===== config.mk =====
export PLATFORM = sky130hd
export DESIGN_NAME = load_unit
export DESIGN_NICKNAME = d
export VERILOG_FILES = /design/src/verilog/load_pkg.sv /design/src/verilog/dcache_pkg.sv /design/src/verilog/load_fsm.sv /design/src/verilog/load_realign.sv /design/src/verilog/load_unit.sv
export SDC_FILE = /design/constraint.sdc
export NUM_CORES = 1
export LEC_CHECK = 0
export BUFFER_PORTS_ARGS = -buffer_cell sky130_fd_sc_hd__buf_4
export CELL_PAD_IN_SITES_DETAIL_PLACEMENT = 1
export CELL_PAD_IN_SITES_GLOBAL_PLACEMENT = 1
export CORE_AREA = 3 3 141 143
export CTS_CLUSTER_DIAMETER = 50
export DETAILED_ROUTE_END_ITERATION = 16
export DIE_AREA = 0 0 144 146
export PLACE_DENSITY = 0.76
export REMOVE_ABC_BUFFERS = 1
export SLEW_MARGIN = 40
export SYNTH_ARGS = -nofsm -noshare
export SYNTH_HDL_FRONTEND = slang
export SYNTH_SLANG_ARGS = --single-unit

===== constraint.sdc =====
create_clock -name clk_i -period 2.6 [get_ports clk_i]
set_input_delay 0.26 -clock clk_i [delete_from_list [all_inputs] [get_ports clk_i]]
set_output_delay 0.26 -clock clk_i [all_outputs]
set_load 0.1 [all_outputs]

===== src/verilog/load_pkg.sv =====
/* load opcodes, load request, pending-load and result structs,
   data and id widths, transfer-size helper */

`default_nettype none

package load_pkg;

    // ------------------------------
    // widths
    // ------------------------------
    localparam int unsigned XLEN       = 64;
    localparam int unsigned VADDR_W    = 39;
    localparam int unsigned PADDR_W    = 56;
    localparam int unsigned TRANS_ID_W = 3;
    localparam int unsigned PAGE_OFF_W = 12;

    // integer loads only, the order has no meaning for the hardware
    typedef enum logic [2:0] {
        LB, LBU, LH, LHU, LW, LWU, LD
    } load_op_e;

    // request as it comes from issue
    typedef struct packed {
        logic [TRANS_ID_W-1:0] trans_id;
        logic [VADDR_W-1:0]    vaddr;
        load_op_e              op;
        logic [7:0]            be;
    } load_req_t;

    // what has to be remembered between the grant and the read data
    typedef struct packed {
        logic [TRANS_ID_W-1:0] trans_id;
        logic [2:0]            offset;
        load_op_e              op;
    } load_meta_t;

    typedef struct packed {
        logic [TRANS_ID_W-1:0] trans_id;
        logic [XLEN-1:0]       result;
    } load_result_t;

    // cache transfer size: byte 0, half 1, word 2, double 3
    function automatic logic [1:0] transfer_size(input load_op_e op);
        case (op)
            LB, LBU: return 2'd0;
            LH, LHU: return 2'd1;
            LW, LWU: return 2'd2;
            default: return 2'd3;
        endcase
    endfunction

endpackage

`default_nettype wire


===== src/verilog/dcache_pkg.sv =====
/* data cache port widths, cache request and cache response structs */

`default_nettype none

package dcache_pkg;

    // ------------------------------
    // port widths
    // ------------------------------
    // the index is the untranslated page offset, so it can go out before the TLB answers
    localparam int unsigned INDEX_W = 12;
    // the rest of the physical address is sent one cycle later as the tag
    localparam int unsigned TAG_W   = load_pkg::PADDR_W - INDEX_W;
    localparam int unsigned DATA_W  = load_pkg::XLEN;
    localparam int unsigned BE_W    = DATA_W / 8;

    // load unit to cache, read only so no write data travels here
    typedef struct packed {
        logic [INDEX_W-1:0] address_index;
        logic [TAG_W-1:0]   address_tag;
        logic               data_req;
        logic [BE_W-1:0]    data_be;
        logic [1:0]         data_size;
        // tag phase, kill_req is only looked at together with tag_valid
        logic               tag_valid;
        logic               kill_req;
    } dcache_req_t;

    // cache to load unit
    typedef struct packed {
        logic              data_gnt;
        logic              data_rvalid;
        logic [DATA_W-1:0] data_rdata;
    } dcache_rsp_t;

endpackage

`default_nettype wire


===== src/verilog/load_fsm.sv =====
/* load request FSM: translation request, cache index and tag phases,
   TLB miss abort and retry, flush kill and read-valid drop */

`timescale 1ns/1ns
`default_nettype none

module load_fsm (
    input  wire logic                             clk_i,
    input  wire logic                             rst_ni,
    input  wire logic                             flush_i,
    // issue side
    input  wire logic                             valid_i,
    input  wire load_pkg::load_req_t              req_i,
    output logic                                  pop_o,
    // address translation
    output logic                                  translation_req_o,
    output logic [load_pkg::VADDR_W-1:0]          vaddr_o,
    output logic [load_pkg::PAGE_OFF_W-1:0]       page_offset_o,
    input  wire logic [load_pkg::PADDR_W-1:0]     paddr_i,
    input  wire logic                             dtlb_hit_i,
    input  wire logic                             page_offset_match_i,
    // data cache
    output dcache_pkg::dcache_req_t               dcache_req_o,
    input  wire logic                             data_gnt_i,
    input  wire logic                             data_rvalid_i,
    output logic                                  drop_rvalid_o
);

    typedef enum logic [2:0] {
        IDLE, WAIT_PAGE_OFFSET, WAIT_GNT, SEND_TAG, ABORT, WAIT_TRANSLATION, WAIT_FLUSH
    } state_e;

    state_e                         state_d, state_q;
    logic [dcache_pkg::TAG_W-1:0]   tag_q;

    // the address goes straight to the TLB and the store address checker
    assign vaddr_o       = req_i.vaddr;
    assign page_offset_o = req_i.vaddr[load_pkg::PAGE_OFF_W-1:0];

    // ------------------------------
    // request control
    // ------------------------------
    always_comb begin
        state_d                    = state_q;
        pop_o                      = 1'b0;
        translation_req_o          = 1'b0;
        dcache_req_o.address_index = req_i.vaddr[dcache_pkg::INDEX_W-1:0];
        dcache_req_o.address_tag   = tag_q;
        dcache_req_o.data_req      = 1'b0;
        dcache_req_o.data_be       = req_i.be;
        dcache_req_o.data_size     = load_pkg::transfer_size(req_i.op);
        dcache_req_o.tag_valid     = 1'b0;
        dcache_req_o.kill_req      = 1'b0;

        case (state_q)
            // index was granted with a TLB hit last cycle, now the tag goes out
            SEND_TAG: begin
                dcache_req_o.tag_valid = 1'b1;
                state_d                = IDLE;
            end
            // a store to the same page offset is still around, nothing is requested
            WAIT_PAGE_OFFSET: begin
                if (!page_offset_match_i) begin
                    state_d = WAIT_GNT;
                end
            end
            // hold both requests up until the cache takes the index
            WAIT_GNT: begin
                translation_req_o     = 1'b1;
                dcache_req_o.data_req = 1'b1;
                if (data_gnt_i) begin
                    if (dtlb_hit_i) begin
                        pop_o   = 1'b1;
                        state_d = SEND_TAG;
                    end else begin
                        state_d = ABORT;
                    end
                end
            end
            // the index was granted but there is no translation, so the cache slot is freed
            ABORT: begin
                dcache_req_o.kill_req  = 1'b1;
                dcache_req_o.tag_valid = 1'b1;
                state_d                = WAIT_TRANSLATION;
            end
            // keep asking the TLB until the walk has filled it
            WAIT_TRANSLATION: begin
                translation_req_o = 1'b1;
                if (dtlb_hit_i) begin
                    state_d = WAIT_GNT;
                end
            end
            // one cycle that cancels whatever is sitting in the tag phase
            WAIT_FLUSH: begin
                dcache_req_o.kill_req  = 1'b1;
                dcache_req_o.tag_valid = 1'b1;
                state_d                = IDLE;
            end
            default: begin
                state_d = IDLE;
            end
        endcase

        // a new load may start from IDLE and also from SEND_TAG, which gives back-to-back loads
        if ((state_q == IDLE || state_q == SEND_TAG) && valid_i) begin
            // translation starts at once even if the page offset still matches a store
            translation_req_o = 1'b1;
            if (page_offset_match_i) begin
                state_d = WAIT_PAGE_OFFSET;
            end else begin
                dcache_req_o.data_req = 1'b1;
                if (!data_gnt_i) begin
                    state_d = WAIT_GNT;
                end else if (dtlb_hit_i) begin
                    pop_o   = 1'b1;
                    state_d = SEND_TAG;
                end else begin
                    state_d = ABORT;
                end
            end
        end

        // flush wins over everything and the load that would pop here stays with issue
        if (flush_i) begin
            pop_o   = 1'b0;
            state_d = WAIT_FLUSH;
        end
    end

    // read data in a kill cycle, which includes WAIT_FLUSH, belongs to a cancelled request
    assign drop_rvalid_o = data_rvalid_i && dcache_req_o.kill_req;

    // ------------------------------
    // registers
    // ------------------------------
    always_ff @(posedge clk_i or negedge rst_ni) begin
        if (!rst_ni) begin
            state_q <= IDLE;
        end else begin
            state_q <= state_d;
        end
    end

    // the translation belongs to the popped load while req_i may already show the next one
    always_ff @(posedge clk_i) begin
        if (pop_o) begin
            tag_q <= paddr_i[dcache_pkg::TAG_W+dcache_pkg::INDEX_W-1:dcache_pkg::INDEX_W];
        end
    end

endmodule

`default_nettype wire


===== src/verilog/load_realign.sv =====
/* pending-load register, early sign-bit selection and the
   shift and extend result mux */

`timescale 1ns/1ns
`default_nettype none

module load_realign (
    input  wire logic                         clk_i,
    input  wire logic                         rst_ni,
    input  wire logic                         pop_i,
    input  wire load_pkg::load_meta_t         meta_i,
    input  wire logic                         rvalid_i,
    input  wire logic                         drop_i,
    input  wire logic [load_pkg::XLEN-1:0]    rdata_i,
    output logic                              valid_o,
    output load_pkg::load_result_t            result_o
);

    load_pkg::load_meta_t           meta_q;
    logic                           signed_d, signed_q;
    logic [2:0]                     idx_d, idx_q;
    logic [load_pkg::XLEN-1:0]      shifted;
    logic [7:0]                     sign_bits;
    logic                           sign_bit;

    // ------------------------------
    // pending load
    // ------------------------------
    // signedness and sign byte are known at the grant, so they are settled a cycle early
    assign signed_d = meta_i.op inside {load_pkg::LB, load_pkg::LH, load_pkg::LW};
    // the sign sits in the top byte of the loaded item, counted from the offset
    assign idx_d = (meta_i.op == load_pkg::LW) ? meta_i.offset + 3'd3 :
                   (meta_i.op == load_pkg::LH) ? meta_i.offset + 3'd1 :
                                                 meta_i.offset;

    always_ff @(posedge clk_i or negedge rst_ni) begin
        if (!rst_ni) begin
            meta_q   <= '0;
            signed_q <= 1'b0;
            idx_q    <= '0;
        end else if (pop_i) begin
            meta_q   <= meta_i;
            signed_q <= signed_d;
            idx_q    <= idx_d;
        end
    end

    // ------------------------------
    // realign and extend
    // ------------------------------
    assign shifted = rdata_i >> {meta_q.offset, 3'b000};

    // top bit of every byte lane, picked in parallel to the shifter
    assign sign_bits = {rdata_i[63], rdata_i[55], rdata_i[47], rdata_i[39],
                        rdata_i[31], rdata_i[23], rdata_i[15], rdata_i[7]};
    // unsigned loads pull the fill to zero
    assign sign_bit = signed_q & sign_bits[idx_q];

    always_comb begin
        result_o.trans_id = meta_q.trans_id;
        case (meta_q.op)
            load_pkg::LW, load_pkg::LWU: begin
                result_o.result = {{(load_pkg::XLEN-32){sign_bit}}, shifted[31:0]};
            end
            load_pkg::LH, load_pkg::LHU: begin
                result_o.result = {{(load_pkg::XLEN-16){sign_bit}}, shifted[15:0]};
            end
            load_pkg::LB, load_pkg::LBU: begin
                result_o.result = {{(load_pkg::XLEN-8){sign_bit}}, shifted[7:0]};
            end
            default: begin
                result_o.result = shifted;
            end
        endcase
    end

    // no back-pressure, a result is only ever suppressed for killed data
    assign valid_o = rvalid_i && !drop_i;

endmodule

`default_nettype wire


===== src/verilog/load_unit.sv =====
/* load unit top: request FSM and realign path */

`timescale 1ns/1ns
`default_nettype none

module load_unit (
    input  wire logic                             clk_i,
    input  wire logic                             rst_ni,
    input  wire logic                             flush_i,
    // issue side
    input  wire logic                             valid_i,
    input  wire load_pkg::load_req_t              req_i,
    output logic                                  pop_o,
    // address translation
    output logic                                  translation_req_o,
    output logic [load_pkg::VADDR_W-1:0]          vaddr_o,
    input  wire logic [load_pkg::PADDR_W-1:0]     paddr_i,
    input  wire logic                             dtlb_hit_i,
    // store address checker
    output logic [load_pkg::PAGE_OFF_W-1:0]       page_offset_o,
    input  wire logic                             page_offset_match_i,
    // data cache
    output dcache_pkg::dcache_req_t               dcache_req_o,
    input  wire dcache_pkg::dcache_rsp_t          dcache_rsp_i,
    // result side
    output logic                                  valid_o,
    output load_pkg::load_result_t                result_o
);

    load_pkg::load_meta_t   meta;
    logic                   drop_rvalid;

    // ------------------------------
    // pending-load record
    // ------------------------------
    // only the byte offset within the double word is needed for the realign
    assign meta.trans_id = req_i.trans_id;
    assign meta.offset   = req_i.vaddr[2:0];
    assign meta.op       = req_i.op;

    load_fsm i_load_fsm (
        .clk_i               (clk_i),
        .rst_ni              (rst_ni),
        .flush_i             (flush_i),
        .valid_i             (valid_i),
        .req_i               (req_i),
        .pop_o               (pop_o),
        .translation_req_o   (translation_req_o),
        .vaddr_o             (vaddr_o),
        .page_offset_o       (page_offset_o),
        .paddr_i             (paddr_i),
        .dtlb_hit_i          (dtlb_hit_i),
        .page_offset_match_i (page_offset_match_i),
        .dcache_req_o        (dcache_req_o),
        .data_gnt_i          (dcache_rsp_i.data_gnt),
        .data_rvalid_i       (dcache_rsp_i.data_rvalid),
        .drop_rvalid_o       (drop_rvalid)
    );

    // the record is written in the grant cycle, the same cycle as pop
    load_realign i_load_realign (
        .clk_i    (clk_i),
        .rst_ni   (rst_ni),
        .pop_i    (pop_o),
        .meta_i   (meta),
        .rvalid_i (dcache_rsp_i.data_rvalid),
        .drop_i   (drop_rvalid),
        .rdata_i  (dcache_rsp_i.data_rdata),
        .valid_o  (valid_o),
        .result_o (result_o)
    );

endmodule

`default_nettype wire


* Word-level counts from Yosys, hierarchy flattened
Index checks and enable logic that the tools add are counted.
Word-level totals: register bits 60, bits of input ports 181, output and inout port bits 190, logic and storage cells 80
Cells by class: add/sub/neg operators 2, order comparisons 1, eq/ne operators 19, shifts and indexed selects 1, multiplexer cells 30, bitwise gates (word level) 1, reductions and logical operators 19
Operator list (number):
- one-hot mux 64 bit (3 select lines) | 1
- >> shifter 64 x 6 -> 64 bit | 1
- 2-to-1 mux 3 bit | 10
- == test 3 bit (second input constant) | 7
- == test 3 x 2 -> 1 bit (second input constant) | 6
- 2-to-1 mux 1 bit | 16
- OR reduction 2 bit | 8
- != test 4 x 3 -> 1 bit (second input constant) | 3
- one-hot mux 3 bit (4 select lines) | 1
- == test 3 x 1 -> 1 bit (second input constant) | 3
- logical NOT 3 bit | 3
- one-hot mux 2 bit (3 select lines) | 1
- < comparator 3 x 4 -> 1 bit (second input constant) | 1
- adder 3 x 1 -> 3 bit (second input constant) | 1
- adder 3 x 2 -> 3 bit (second input constant) | 1
- binary-select mux 1 bit (select 3 bit) | 1
- logical AND 1 bit | 3
- AND reduction 3 bit | 1
- nonzero test 3 bit | 1
- OR reduction 3 bit | 1
- AND 1 bit | 1
- logical NOT 1 bit | 1
- logical OR 1 bit | 1

* Longest topological paths before layout
word-level depth 8, depth in mapped cells 7, gate-level depth less buffers 6

* Modules after synthesis
A second synthesis with hierarchy kept.
Unflattened totals: cell total of the unflattened synthesis 519, area total of the unflattened synthesis 4942.2 sq um
Modules (own cells, without submodules):
- load_realign | instances 1, cells an instance 355, area an instance 2727.6 sq um, seq. area each 300.3 sq um
- load_fsm | instances 1, cells an instance 164, area an instance 2214.6 sq um, seq. area each 1396.3 sq um

* Worst setup path before layout
Ideal clock, no wire load.
path type reg2out, start point register i_load_realign.meta_q[3] in the netlist's numbering, end point output result_o[1] in the netlist's numbering, arrival time 3445 ps, required time 2340 ps, setup slack -1105 ps, stages on the path, launching flop included 7, buffers on the path 4, path through dfrtp_1 -> buf_4 -> buf_2 -> buf_2 -> buf_2 -> o21ai_0 -> o21ai_0
RTL lines:
- start, declared | RTL line load_realign.sv:19 | load_pkg::load_meta_t meta_q;
- start signal, assigned | RTL line load_realign.sv:42 | meta_q <= meta_i;
- end, declared | RTL line load_unit.sv:27 | output load_pkg::load_result_t result_o

==> qor.txt <==
Largest net degree at the start of global routing - 33
Worst Max-Slew Pin Slew - 0.479 ns
CTS tree - yes
Register area share after synthesis - 0.344
Layout fillers - 2108
Crit path launch type - flip-flop
Worst-case reg-to-reg path depth - 5
Die width - 144 um
Fmax - 396 MHz
Worst rel slew slack - 0.681
GP Congestion - 0.838
Min-Delay Path Depth - 1
Post-route DRC - 0
Mapped Area - 4930 um2
Ys flop type - edfxtp_1
P&R area growth vs syn - 44.8%
Worst Path Class, Setup - reg -> out
Area occupied by multi-input gates - 2500 um2
TritonCTS buffer count - 9
# Max-Cap Violations - 0
Setup violators final - 0
Clock Latency Late Sink - 0.32 ns
Initial antenna violation count - 0
Total GRT Usage - 0.232
Slew Viols, Final - 0
Worst r2r src - i_load_fsm.state_q[1]
Placed insts - 901
DRT iter0 DRCs - 307
Vias/cell - 5.14
Post-Route Skew - 0.00988 ns
Synthesized flop and latch total - 59
CP required - 2.34 ns
RSZ-0062 raised after global routing - yes
H-tree depth - 3
Placed cell area - 6640 um2
DRT antenna net count - 0
Setup crit end kind - primary output
Async SR Flop Fraction - 0.254
Nets - 868
Critical hold path startpoint - paddr_i[43]
1st-pass router iterations - 4
IO Port Bufs - 252
Clock Tree Root - clkbuf_16
Crit path max fanout - 13
Yosys cell types - 49
Arr. time, crit path - 2.26 ns
Yosys top cell area share - 0.268
Status - completed
IO Pins - 371
Post-layout min period - 2.52 ns
FP Rows - 50
Post-synth EDFFs - 44
Vias - 4747
Clock sinks - 59
Antenna cells - 0
Worst Setup SP - i_load_realign.idx_q[1]
Share of cells above drive strength 1 - 0.530
Clock transition at the registers of the reported paths - 0.05 ns
Final Cell Area - 7140 um2
First-pass GRT wire length - 35100 um
Initial Utilization - 0.264
Vias in the first global route - 4877
Detailed placer's ending HPWL - 21200 um
Largest area contributor in the netlist - edfxtp_1
Die Y - 146 um
Synthesis Warnings - 0
Flop-to-flop setup slack - 0.42 ns
Post-synthesis cell count - 501
Final period util - 0.971
Global route overflow - 0
Synthesized area per cell - 9.84 um2
Final Hold Vio Count - 0
Top cells by count, synth - buf_4 (75), mux2i_1 (50), o21ai_0 (50), nand2_1 (47), edfxtp_1 (44)
FF-to-FF End - i_load_fsm.tag_q[37]
WL final - 25600 um
WHS Endpoint - i_load_fsm.tag_q[31]
Non-Filler Instances - 924
Drt wl/cell - 27.8 um
Clock buffer depth - 2
HP Class - in -> reg
Core area - 18700 um2
Register area - 1700 um2
Die area - 21000 um2
Count leader, synth - buf_4
Ranking of synthesized cells by area - edfxtp_1 (27%), buf_4 (11%), mux2i_1 (10%), dfrtp_1 (7.6%), mux4_2 (5.9%)
how the worst max path moves through the flow:
stage                               to  slack [ns]  depth (start not counted)
after floorplan           result_o[45]       -2.29                          3
after global placement    result_o[31]      -0.003                          5
after detailed placement  result_o[41]        0.08                          7
after CTS                 result_o[41]       0.002                          7
after global routing      result_o[43]       -0.01                          7
final                     result_o[33]        0.08                          7
logic make-up after synthesis:
| logic type | count (synthesis) | synth area share |
|---|---|---|
| AO/OA/AOI/OAI | 132 | 0.175 |
| flip-flops | 59 | 0.344 |
| buffers and inverters | 126 | 0.158 |
| AND/OR/NAND/NOR | 89 | 0.0868 |
| multiplexers | 88 | 0.222 |
| adder cells (fa/ha/maj) | 4 | 0.00939 |
| XOR/XNOR | 3 | 0.00533 |
layer usage:
layer  vias to the layer above  wire length [um]  track usage
li1                       2140                 -            -
met1                      2323              8760        0.243
met2                       262             12800        0.398
met4                         2               347       0.0377
met3                        20              3620        0.140
met5                         -               128       0.0407
critical path: stages, from the launching register on:
cell and delay [ns]:
dfrtp_1 0.41, mux4_2 0.56, o21ai_4 0.17, buf_4 0.13
a211o_4 0.15, clkbuf_16 0.18, o21ai_0 0.09, buf_4 0.25
through the flow:
step           hold WS [ns]  TNS [ns]  setup slack (ns)  utilization
6_report              0.114         0            0.0755        0.382
5_1_grt              0.0925   -0.0848           -0.0116        0.382
4_1_cts              0.0989         0           0.00194        0.374
3_5_place_dp          0.133         0            0.0783        0.355
3_3_place_gp          0.132  -0.00326          -0.00326        0.354
2_1_floorplan       -0.0356   -181.10             -2.29            -
placed cells by master (no fill, tap or decap), types with 15 or more instances in the layout:
cell	instances
mux2_2	20
buf_4	267
a21o_1	15
mux2i_1	50
nand2_1	47
a21oi_1	15
edfxtp_1	44
o21ai_0	49
cell type report:
class                      instances  area share
inverter                          13     0.00684
timing repair buffer             286       0.321
tap                              234      0.0410
sequential                        59       0.239
multi-input combinational        316       0.350
clock inverter                     7      0.0107
clock buffer                       9      0.0316
timing repair:
item	4_1_cts	5_1_grt
setup buffers	0	5
setup endpoints to repair	48	34
pin swaps	1	3
gates cloned	0	1
resized for setup	12	18
hold buffers	1	0
endpoints found under the hold margin	15	0
state kept, by name, summed over array words and instances, names as in the netlist:
signal,count
i_load_fsm.state_q,3
i_load_fsm.tag_q,44
i_load_realign.result_o,3
i_load_realign.meta_q,5
i_load_realign.idx_q,3
i_load_realign.signed_q,1
Power is not shown: default switching activity piles up to over one toggle a cycle in this logic, so the estimate is an artifact.
